## src/logic/rv_core_pkg.sv

```systemverilog
package rv_core_pkg;

    localparam int xlen       = 32;
    localparam int reg_addr_w = 5;
    localparam int num_regs   = 32;
    localparam int shamt_w    = $clog2(xlen);

    // Major opcodes of the supported RV32I subset
    localparam logic [6:0] op_reg = 7'b0110011;
    localparam logic [6:0] op_imm = 7'b0010011;
    localparam logic [6:0] op_lui = 7'b0110111;

    typedef enum logic [3:0] {
        alu_add,
        alu_sub,
        alu_sll,
        alu_slt,
        alu_sltu,
        alu_xor,
        alu_srl,
        alu_sra,
        alu_or,
        alu_and,
        alu_pass_b
    } alu_op_e;

    // Register format
    typedef struct packed {
        logic [6:0]            funct7;
        logic [reg_addr_w-1:0] rs2;
        logic [reg_addr_w-1:0] rs1;
        logic [2:0]            funct3;
        logic [reg_addr_w-1:0] rd;
        logic [6:0]            opcode;
    } insn_r_t;

    // Immediate format
    typedef struct packed {
        logic [11:0]           imm12;
        logic [reg_addr_w-1:0] rs1;
        logic [2:0]            funct3;
        logic [reg_addr_w-1:0] rd;
        logic [6:0]            opcode;
    } insn_i_t;

    typedef union packed {
        insn_r_t r;
        insn_i_t i;
    } insn_u;

    typedef struct packed {
        logic            valid;
        logic [xlen-1:0] insn;
    } issue_t;

    typedef struct packed {
        logic                  valid;
        logic                  illegal;
        logic                  rd_wren;
        logic [reg_addr_w-1:0] rd;
        logic [reg_addr_w-1:0] rs1;
        logic [reg_addr_w-1:0] rs2;
        logic                  use_imm;
        alu_op_e               alu_op;
        logic [xlen-1:0]       rs1_data;
        logic [xlen-1:0]       rs2_data;
        logic [xlen-1:0]       imm;
    } dec_ex_t;

    typedef struct packed {
        logic                  valid;
        logic                  illegal;
        logic                  rd_wren;
        logic [reg_addr_w-1:0] rd;
        logic [xlen-1:0]       result;
    } ex_wb_t;

    typedef struct packed {
        logic                  valid;
        logic                  illegal;
        logic                  rd_wren;
        logic [reg_addr_w-1:0] rd;
        logic [xlen-1:0]       result;
    } retire_t;

    typedef struct packed {
        logic [xlen-1:0] rs1_data;
        logic [xlen-1:0] rs2_data;
    } rf_read_t;

endpackage

```

## src/logic/rv_core_top.sv

```systemverilog
module rv_core_top (
    input  logic                 clk_i,
    input  logic                 rst_ni,
    input  rv_core_pkg::issue_t  issue_i,
    output rv_core_pkg::retire_t retire_o
);
    import rv_core_pkg::*;

    dec_ex_t               dec_ex;
    ex_wb_t                ex_wb;
    rf_read_t              rf_read;
    logic [reg_addr_w-1:0] rs1_addr;
    logic [reg_addr_w-1:0] rs2_addr;

    // Decode and register read
    rv_decode i_decode (
        .clk_i      (clk_i),
        .rst_ni     (rst_ni),
        .issue_i    (issue_i),
        .rf_read_i  (rf_read),
        .rs1_addr_o (rs1_addr),
        .rs2_addr_o (rs2_addr),
        .dec_ex_o   (dec_ex)
    );

    // ALU with forwarding from its own output register
    rv_execute i_execute (
        .clk_i    (clk_i),
        .rst_ni   (rst_ni),
        .dec_ex_i (dec_ex),
        .ex_wb_o  (ex_wb)
    );

    // Register file and retire
    rv_writeback i_writeback (
        .clk_i      (clk_i),
        .rst_ni     (rst_ni),
        .ex_wb_i    (ex_wb),
        .rs1_addr_i (rs1_addr),
        .rs2_addr_i (rs2_addr),
        .rf_read_o  (rf_read),
        .retire_o   (retire_o)
    );

endmodule

```

## src/logic/rv_decode.sv

```systemverilog
module rv_decode (
    input  logic                                clk_i,
    input  logic                                rst_ni,
    input  rv_core_pkg::issue_t                 issue_i,
    input  rv_core_pkg::rf_read_t               rf_read_i,
    output logic [rv_core_pkg::reg_addr_w-1:0]  rs1_addr_o,
    output logic [rv_core_pkg::reg_addr_w-1:0]  rs2_addr_o,
    output rv_core_pkg::dec_ex_t                dec_ex_o
);
    import rv_core_pkg::*;

    insn_u   insn;
    logic    known_op;
    logic    illegal;
    dec_ex_t dec_ex_d;
    dec_ex_t data_q;
    logic    valid_q;
    logic    illegal_q;
    logic    rd_wren_q;

    // Same funct3 table for register and immediate forms
    function automatic alu_op_e alu_from_funct3(logic [2:0] funct3, logic alt);
        alu_op_e op;
        case (funct3)
            3'b000:  op = alt ? alu_sub : alu_add;
            3'b001:  op = alu_sll;
            3'b010:  op = alu_slt;
            3'b011:  op = alu_sltu;
            3'b100:  op = alu_xor;
            3'b101:  op = alt ? alu_sra : alu_srl;
            3'b110:  op = alu_or;
            default: op = alu_and;
        endcase
        return op;
    endfunction

    assign insn       = issue_i.insn;
    assign rs1_addr_o = insn.r.rs1;
    assign rs2_addr_o = insn.r.rs2;

    always_comb begin
        dec_ex_d          = '0;
        dec_ex_d.rd       = insn.r.rd;
        dec_ex_d.rs1      = insn.r.rs1;
        dec_ex_d.rs2      = insn.r.rs2;
        dec_ex_d.rs1_data = rf_read_i.rs1_data;
        dec_ex_d.rs2_data = rf_read_i.rs2_data;
        // I immediate, sign extended
        dec_ex_d.imm      = {{(xlen-12){insn.i.imm12[11]}}, insn.i.imm12};
        dec_ex_d.alu_op   = alu_add;
        known_op          = 1'b1;
        illegal           = 1'b0;

        case (insn.r.opcode)
            op_reg: begin
                dec_ex_d.alu_op = alu_from_funct3(insn.r.funct3, insn.r.funct7[5]);
                // Alternate encoding only exists for sub and sra
                if (insn.r.funct7 == 7'b0100000) begin
                    illegal = (insn.r.funct3 != 3'b000) && (insn.r.funct3 != 3'b101);
                end else begin
                    illegal = (insn.r.funct7 != 7'b0000000);
                end
            end
            op_imm: begin
                dec_ex_d.use_imm = 1'b1;
                dec_ex_d.alu_op  = alu_from_funct3(insn.r.funct3,
                                                   (insn.r.funct3 == 3'b101) &&
                                                   insn.r.funct7[5]);
                // Shift amount shares the word with funct7
                if (insn.r.funct3 == 3'b001) begin
                    illegal = (insn.r.funct7 != 7'b0000000);
                end else if (insn.r.funct3 == 3'b101) begin
                    illegal = (insn.r.funct7 != 7'b0000000) &&
                              (insn.r.funct7 != 7'b0100000);
                end
            end
            op_lui: begin
                dec_ex_d.use_imm = 1'b1;
                dec_ex_d.alu_op  = alu_pass_b;
                dec_ex_d.imm     = {insn.i.imm12, insn.i.rs1, insn.i.funct3, 12'b0};
            end
            default: begin
                known_op = 1'b0;
                illegal  = 1'b1;
            end
        endcase

        // Idle cycles become bubbles
        dec_ex_d.valid   = issue_i.valid;
        dec_ex_d.illegal = issue_i.valid & illegal;
        dec_ex_d.rd_wren = issue_i.valid & known_op & (insn.r.rd != '0);
    end

    always_ff @(posedge clk_i or negedge rst_ni) begin
        if (!rst_ni) begin
            valid_q   <= 1'b0;
            illegal_q <= 1'b0;
            rd_wren_q <= 1'b0;
        end else begin
            valid_q   <= dec_ex_d.valid;
            illegal_q <= dec_ex_d.illegal;
            rd_wren_q <= dec_ex_d.rd_wren;
        end
    end

    always_ff @(posedge clk_i) begin
        data_q <= dec_ex_d;
    end

    always_comb begin
        dec_ex_o         = data_q;
        dec_ex_o.valid   = valid_q;
        dec_ex_o.illegal = illegal_q;
        dec_ex_o.rd_wren = rd_wren_q;
    end

endmodule

```

## src/logic/rv_execute.sv

```systemverilog
module rv_execute (
    input  logic                 clk_i,
    input  logic                 rst_ni,
    input  rv_core_pkg::dec_ex_t dec_ex_i,
    output rv_core_pkg::ex_wb_t  ex_wb_o
);
    import rv_core_pkg::*;

    ex_wb_t             ex_wb_d;
    ex_wb_t             data_q;
    logic               valid_q;
    logic               illegal_q;
    logic               rd_wren_q;
    logic               fwd_ok;
    logic               fwd_rs1;
    logic               fwd_rs2;
    logic [xlen-1:0]    op_a;
    logic [xlen-1:0]    rs2_val;
    logic [xlen-1:0]    op_b;
    logic [shamt_w-1:0] shamt;

    // Previous result is usable only if it really writes a register
    assign fwd_ok  = ex_wb_o.valid & ~ex_wb_o.illegal & ex_wb_o.rd_wren &
                     (ex_wb_o.rd != '0);
    assign fwd_rs1 = fwd_ok & (ex_wb_o.rd == dec_ex_i.rs1);
    assign fwd_rs2 = fwd_ok & (ex_wb_o.rd == dec_ex_i.rs2);

    assign op_a    = fwd_rs1 ? ex_wb_o.result : dec_ex_i.rs1_data;
    assign rs2_val = fwd_rs2 ? ex_wb_o.result : dec_ex_i.rs2_data;
    assign op_b    = dec_ex_i.use_imm ? dec_ex_i.imm : rs2_val;
    assign shamt   = op_b[shamt_w-1:0];

    always_comb begin
        ex_wb_d         = '0;
        ex_wb_d.valid   = dec_ex_i.valid;
        ex_wb_d.illegal = dec_ex_i.illegal;
        ex_wb_d.rd_wren = dec_ex_i.rd_wren;
        ex_wb_d.rd      = dec_ex_i.rd;

        case (dec_ex_i.alu_op)
            alu_add:    ex_wb_d.result = op_a + op_b;
            alu_sub:    ex_wb_d.result = op_a - op_b;
            alu_sll:    ex_wb_d.result = op_a << shamt;
            alu_slt:    ex_wb_d.result = {{(xlen-1){1'b0}}, $signed(op_a) < $signed(op_b)};
            alu_sltu:   ex_wb_d.result = {{(xlen-1){1'b0}}, op_a < op_b};
            alu_xor:    ex_wb_d.result = op_a ^ op_b;
            alu_srl:    ex_wb_d.result = op_a >> shamt;
            // Sign bit fills from the left
            alu_sra:    ex_wb_d.result = $unsigned($signed(op_a) >>> shamt);
            alu_or:     ex_wb_d.result = op_a | op_b;
            alu_and:    ex_wb_d.result = op_a & op_b;
            alu_pass_b: ex_wb_d.result = op_b;
            default:    ex_wb_d.result = '0;
        endcase
    end

    always_ff @(posedge clk_i or negedge rst_ni) begin
        if (!rst_ni) begin
            valid_q   <= 1'b0;
            illegal_q <= 1'b0;
            rd_wren_q <= 1'b0;
        end else begin
            valid_q   <= ex_wb_d.valid;
            illegal_q <= ex_wb_d.illegal;
            rd_wren_q <= ex_wb_d.rd_wren;
        end
    end

    always_ff @(posedge clk_i) begin
        data_q <= ex_wb_d;
    end

    always_comb begin
        ex_wb_o         = data_q;
        ex_wb_o.valid   = valid_q;
        ex_wb_o.illegal = illegal_q;
        ex_wb_o.rd_wren = rd_wren_q;
    end

endmodule

```

## src/logic/rv_writeback.sv

```systemverilog
module rv_writeback (
    input  logic                               clk_i,
    input  logic                               rst_ni,
    input  rv_core_pkg::ex_wb_t                ex_wb_i,
    input  logic [rv_core_pkg::reg_addr_w-1:0] rs1_addr_i,
    input  logic [rv_core_pkg::reg_addr_w-1:0] rs2_addr_i,
    output rv_core_pkg::rf_read_t              rf_read_o,
    output rv_core_pkg::retire_t               retire_o
);
    import rv_core_pkg::*;

    // x0 has no storage
    logic [xlen-1:0] regs_q [1:num_regs-1];
    logic            wr_en;

    assign wr_en = ex_wb_i.valid & ~ex_wb_i.illegal & ex_wb_i.rd_wren &
                   (ex_wb_i.rd != '0);

    // Write-through so decode sees the value retiring this cycle
    function automatic logic [xlen-1:0] read_port(logic [reg_addr_w-1:0] addr);
        logic [xlen-1:0] data;
        if (addr == '0) begin
            data = '0;
        end else if (wr_en && (ex_wb_i.rd == addr)) begin
            data = ex_wb_i.result;
        end else begin
            data = regs_q[addr];
        end
        return data;
    endfunction

    always_ff @(posedge clk_i or negedge rst_ni) begin
        if (!rst_ni) begin
            for (int i = 1; i < num_regs; i++) begin
                regs_q[i] <= '0;
            end
        end else if (wr_en) begin
            regs_q[ex_wb_i.rd] <= ex_wb_i.result;
        end
    end

    always_comb begin
        rf_read_o.rs1_data = read_port(rs1_addr_i);
        rf_read_o.rs2_data = read_port(rs2_addr_i);
    end

    // Illegal words retire without a register write
    always_comb begin
        retire_o.valid   = ex_wb_i.valid;
        retire_o.illegal = ex_wb_i.illegal;
        retire_o.rd_wren = ex_wb_i.rd_wren & ~ex_wb_i.illegal;
        retire_o.rd      = ex_wb_i.rd;
        retire_o.result  = ex_wb_i.result;
    end

endmodule

```

## config.mk

```make
export PLATFORM = sky130hd
export DESIGN_NAME = rv_core_top
export DESIGN_NICKNAME = d
export VERILOG_FILES = /design/src/logic/rv_core_pkg.sv /design/src/logic/rv_core_top.sv /design/src/logic/rv_decode.sv /design/src/logic/rv_execute.sv /design/src/logic/rv_writeback.sv
export SDC_FILE = /design/constraint.sdc
export NUM_CORES = 2
export LEC_CHECK = 0
export BUFFER_PORTS_ARGS = -buffer_cell sky130_fd_sc_hd__buf_2
export CAP_MARGIN = 40
export CORE_MARGIN = 1.5
export CORE_UTILIZATION = 35
export DETAILED_ROUTE_END_ITERATION = 8
export PLACE_DENSITY_LB_ADDON = 0.15
export SYNTH_ARGS = -nofsm -noshare
export SYNTH_HDL_FRONTEND = slang
export SYNTH_HIERARCHICAL = 1
export SYNTH_SLANG_ARGS = --single-unit
```

## constraint.sdc

```tcl
create_clock -name clk_i -period 6.5 [get_ports clk_i]
set_input_delay 0.975 -clock clk_i [delete_from_list [all_inputs] [get_ports clk_i]]
set_output_delay 0.975 -clock clk_i [all_outputs]
set_load 0.01 [all_outputs]
```

==> metrics.cfg <==
[run_status]
status = finished, final reports clean

[floorplanning]
core.rowCount = 160
core_um2 = 190000
dieWidth_um = 441
die_h_um = 441
ios = 75
die-area_um2 = 194000
start_util_pct = 35.2

[yosys]
synthArstFlopShare_pct = 86.7
ys_types = 107
synth_nets = 5492
synth_ff_type = dfrtp_1
avgSynthCellArea_um2 = 12.5
ys_seq_elements = 1151
synth_cells = 5358
yosysWarnings = 6
yosysTopAreaCell = dfrtp_1
netlist_area_um2 = 67100
synth_top_area_share_pct = 37.2
synthTopCellsByArea = dfrtp_1 (37%), mux2_2 (17%), mux4_2 (15%)
ys_seq_area_share_pct = 41.8
synth_edf_count = 0

[cts]
ctsHoldBuffers = 0
clock_latency_ps = 820
clk_pin_slew_ps = 60
cts_setup_buffers = 0
clkSinkCount = 1151
cts_root_buf = clkbuf_16
cts.path.max_buffers = 3
cts_tree = yes
cts_buffers = 137
cts_resized = 0
h-tree-depth = 4

[final_layout]
synthToLayoutAreaGrowth_pct = 11.5
fin_util_pct = 39.3
fin_area_um2 = 74800
drive_gt1_share_pct = 39.5
fill_cells = 18100
area.sequential_um2 = 28000
fin_nets = 5337
multi_input_area_um2 = 36000
instances_no_fill = 7811

[job]
drv_cap = 0

[timing]
hold_ws_ps = 208
setup_viol = 0
hold_viol = 0
min_period_ps = 5940
worst_pin_slew_ps = 1010
final_max_slew_viol_count = 0
relSlewSlack_pct = 32.0
fmax_ghz = 0.168
layout_setup_ws_ps = 555
min_period_over_period_pct = 91.5
rsz0062_at_grt = false
fin_worst_skew_ps = 47.8
setup_tns_ps = 0

[setup_path]
cp_slowest_cell = dfxtp_1
path_max_fanout = 16
cp-end-kind = register
cp.required_ps = 7170
cp-start-kind = register
crit_family = compound AO/OA/AOI/OAI gates
crit_path_cell_trace = xor2_1 -> nor3_1 -> o2111a_2 -> buf_4 -> mux2i_4 -> inv_1 -> fa_1 -> a21o_1 -> and4b_1 -> o32a_1 -> o2111ai_1 -> a21oi_1 -> a211oi_1 -> o41a_1 -> o31ai_1 -> mux2i_1 -> o211ai_1
crit_type = register to register
critPathBufInv = 2
arrival_ps = 6620
slowest_delay_ps = 760

[global_routing]
grt_pass1_vias = 48800
grt_overflow = 0
antenna_found_initial = 12
grt_use_total_pct = 27.1
grt_max_degree = 145
grt_pass1_wl_mm = 377

[detailed_routing]
via_per_inst = 6.19
dr.pass1.iters = 5
drc = 0
vias = 48400
wire_per_inst_um = 33.8
totalWireLength_mm = 264
drt_iter0_drc = 4571
ant_nets = 0

[pwr]
p_leak_nw = 33.6
ir_worst_vdd_v = 0.000162
power_mw = 18.2
power_density_nw_per_um2 = 244

[place]
portBuffers = 74
placed_area_um2 = 70400
gp_congestion = 1.01
preCtsSetupSlack_ps = 741
dp_hpwl_mm = 169
dp_cells = 7574

[hold_path]
hold_path_class = input pin to async pin

[cell usage after synthesis, types with 37 or more instances]
| library cell | n |
|---|---|
| dfrtp_1 | 998 |
| nand2_1 | 194 |
| o21ai_0 | 177 |
| mux2_2 | 1042 |
| dfxtp_1 | 153 |
| buf_2 | 150 |
| mux4_2 | 450 |
| nor2_1 | 201 |
| clkbuf_1 | 266 |
| a22oi_1 | 112 |
| a221oi_1 | 88 |
| ha_1 | 97 |
| o22ai_1 | 124 |
| mux2i_1 | 161 |
| a21o_1 | 37 |
| nand3_1 | 56 |
| buf_4 | 114 |
| inv_1 | 120 |
| nor3_1 | 95 |
| a21oi_1 | 179 |
[cells in the final DEF, fill, tap and decap left out, types with 34 or more instances in the layout]
| cell | instances |
|---|---|
| buf_2 | 72 |
| nand2_1 | 178 |
| ha_1 | 97 |
| clkbuf_16 | 140 |
| a21oi_1 | 179 |
| buf_4 | 152 |
| o22ai_1 | 124 |
| a221oi_1 | 88 |
| mux2i_1 | 161 |
| mux4_2 | 450 |
| a21o_1 | 37 |
| nor2_1 | 197 |
| nand3_1 | 49 |
| mux2_2 | 1042 |
| a22oi_1 | 112 |
| o21ai_0 | 177 |
| inv_1 | 120 |
| dfrtp_1 | 998 |
| dfxtp_1 | 148 |
| nor3_1 | 94 |
| clkbuf_1 | 34 |
| o22a_1 | 35 |
[cell type report]
class | count | share of cell area [%]
tap | 2511 | 4.20
antenna | 4 | 0.0134
timing repair buffer | 281 | 3.71
sequential | 1151 | 37.5
clock buffer | 197 | 5.27
multi-input combinational | 3499 | 48.1
clock inverter | 35 | 0.590
inverter | 133 | 0.670
[path summary, 6_finish.rpt]
kind | depth (start not counted) | end | slack (ps) | start
worst max-delay path | 17 | i_execute/ex_wb_o[30]$_SDFF_PN0_ | 560 | i_execute/ex_wb_o[33]$_DFF_P_
worst min-delay path | 1 | i_writeback/regs_q[183]$_DFFE_PN0P_ | 210 | rst_ni
worst max register to register | 17 | i_execute/ex_wb_o[30]$_SDFF_PN0_ | 560 | i_execute/ex_wb_o[33]$_DFF_P_
worst min register to register | 0 | i_execute/ex_wb_o[32]$_DFF_P_ | 320 | i_decode/dec_ex_o[111]$_DFF_P_
max in group asynchronous | 2 | i_writeback/regs_q[71]$_DFFE_PN0P_ | 4720 | rst_ni
min in group clk_i | 1 | i_decode/dec_ex_o[115]$_DFF_P_ | 280 | issue_i[11]
[flip-flops by register name, indices dropped and copies added, names as in the netlist]
signal	count
i_decode/illegal_q	1
i_decode/rd_wren_q	1
i_execute/valid_q	1
i_execute/ex_wb_o	37
i_writeback/regs_q	992
i_decode/dec_ex_o	116
i_decode/valid_q	1
i_execute/illegal_q	1
i_execute/rd_wren_q	1
[power breakdown]
part           total, mW  internal [mW]  switching [mW]
combinational       3.14          0.861            2.28
clock               7.69           4.43            3.26
sequential          7.42           7.29           0.127
total               18.2           12.6            5.67
[logic make-up (layout without fill, tap and decap cells)]
kind of cell	after synthesis	count (layout)	share of synthesized area (%)
compound gates	978	978	9.96
xor+xnor	34	34	0.444
buf+inv	708	646	5.06
flops	1151	1151	41.8
fa+ha+maj	99	99	1.87
simple gates	693	693	4.90
other cells	0	4	0
mux	1695	1695	36.0
[routing by layer]
layer  vias up  global-route usage, %  share of wire, %
met3       473                   4.62               6.6
met1     25900                   37.3                43
met2      1887                   42.1                45
li1      20100                      -                 -
met5         -                      0            0.0049
met4         2                   11.3               4.7
[worst register-to-register path, delay by kind of cell (launching register included)]
family | cells | cell delay [ps]
buffers and inverters | 2 | 490
muxes | 2 | 510
DFF | 1 | 760
adders and majority gates | 1 | 450
and+or+nand+nor | 2 | 440
AOI/OAI and AO/OA | 9 | 3020
xor gates and xnor gates | 1 | 140
No activity file was read; power rests on OpenSTA's default activity.
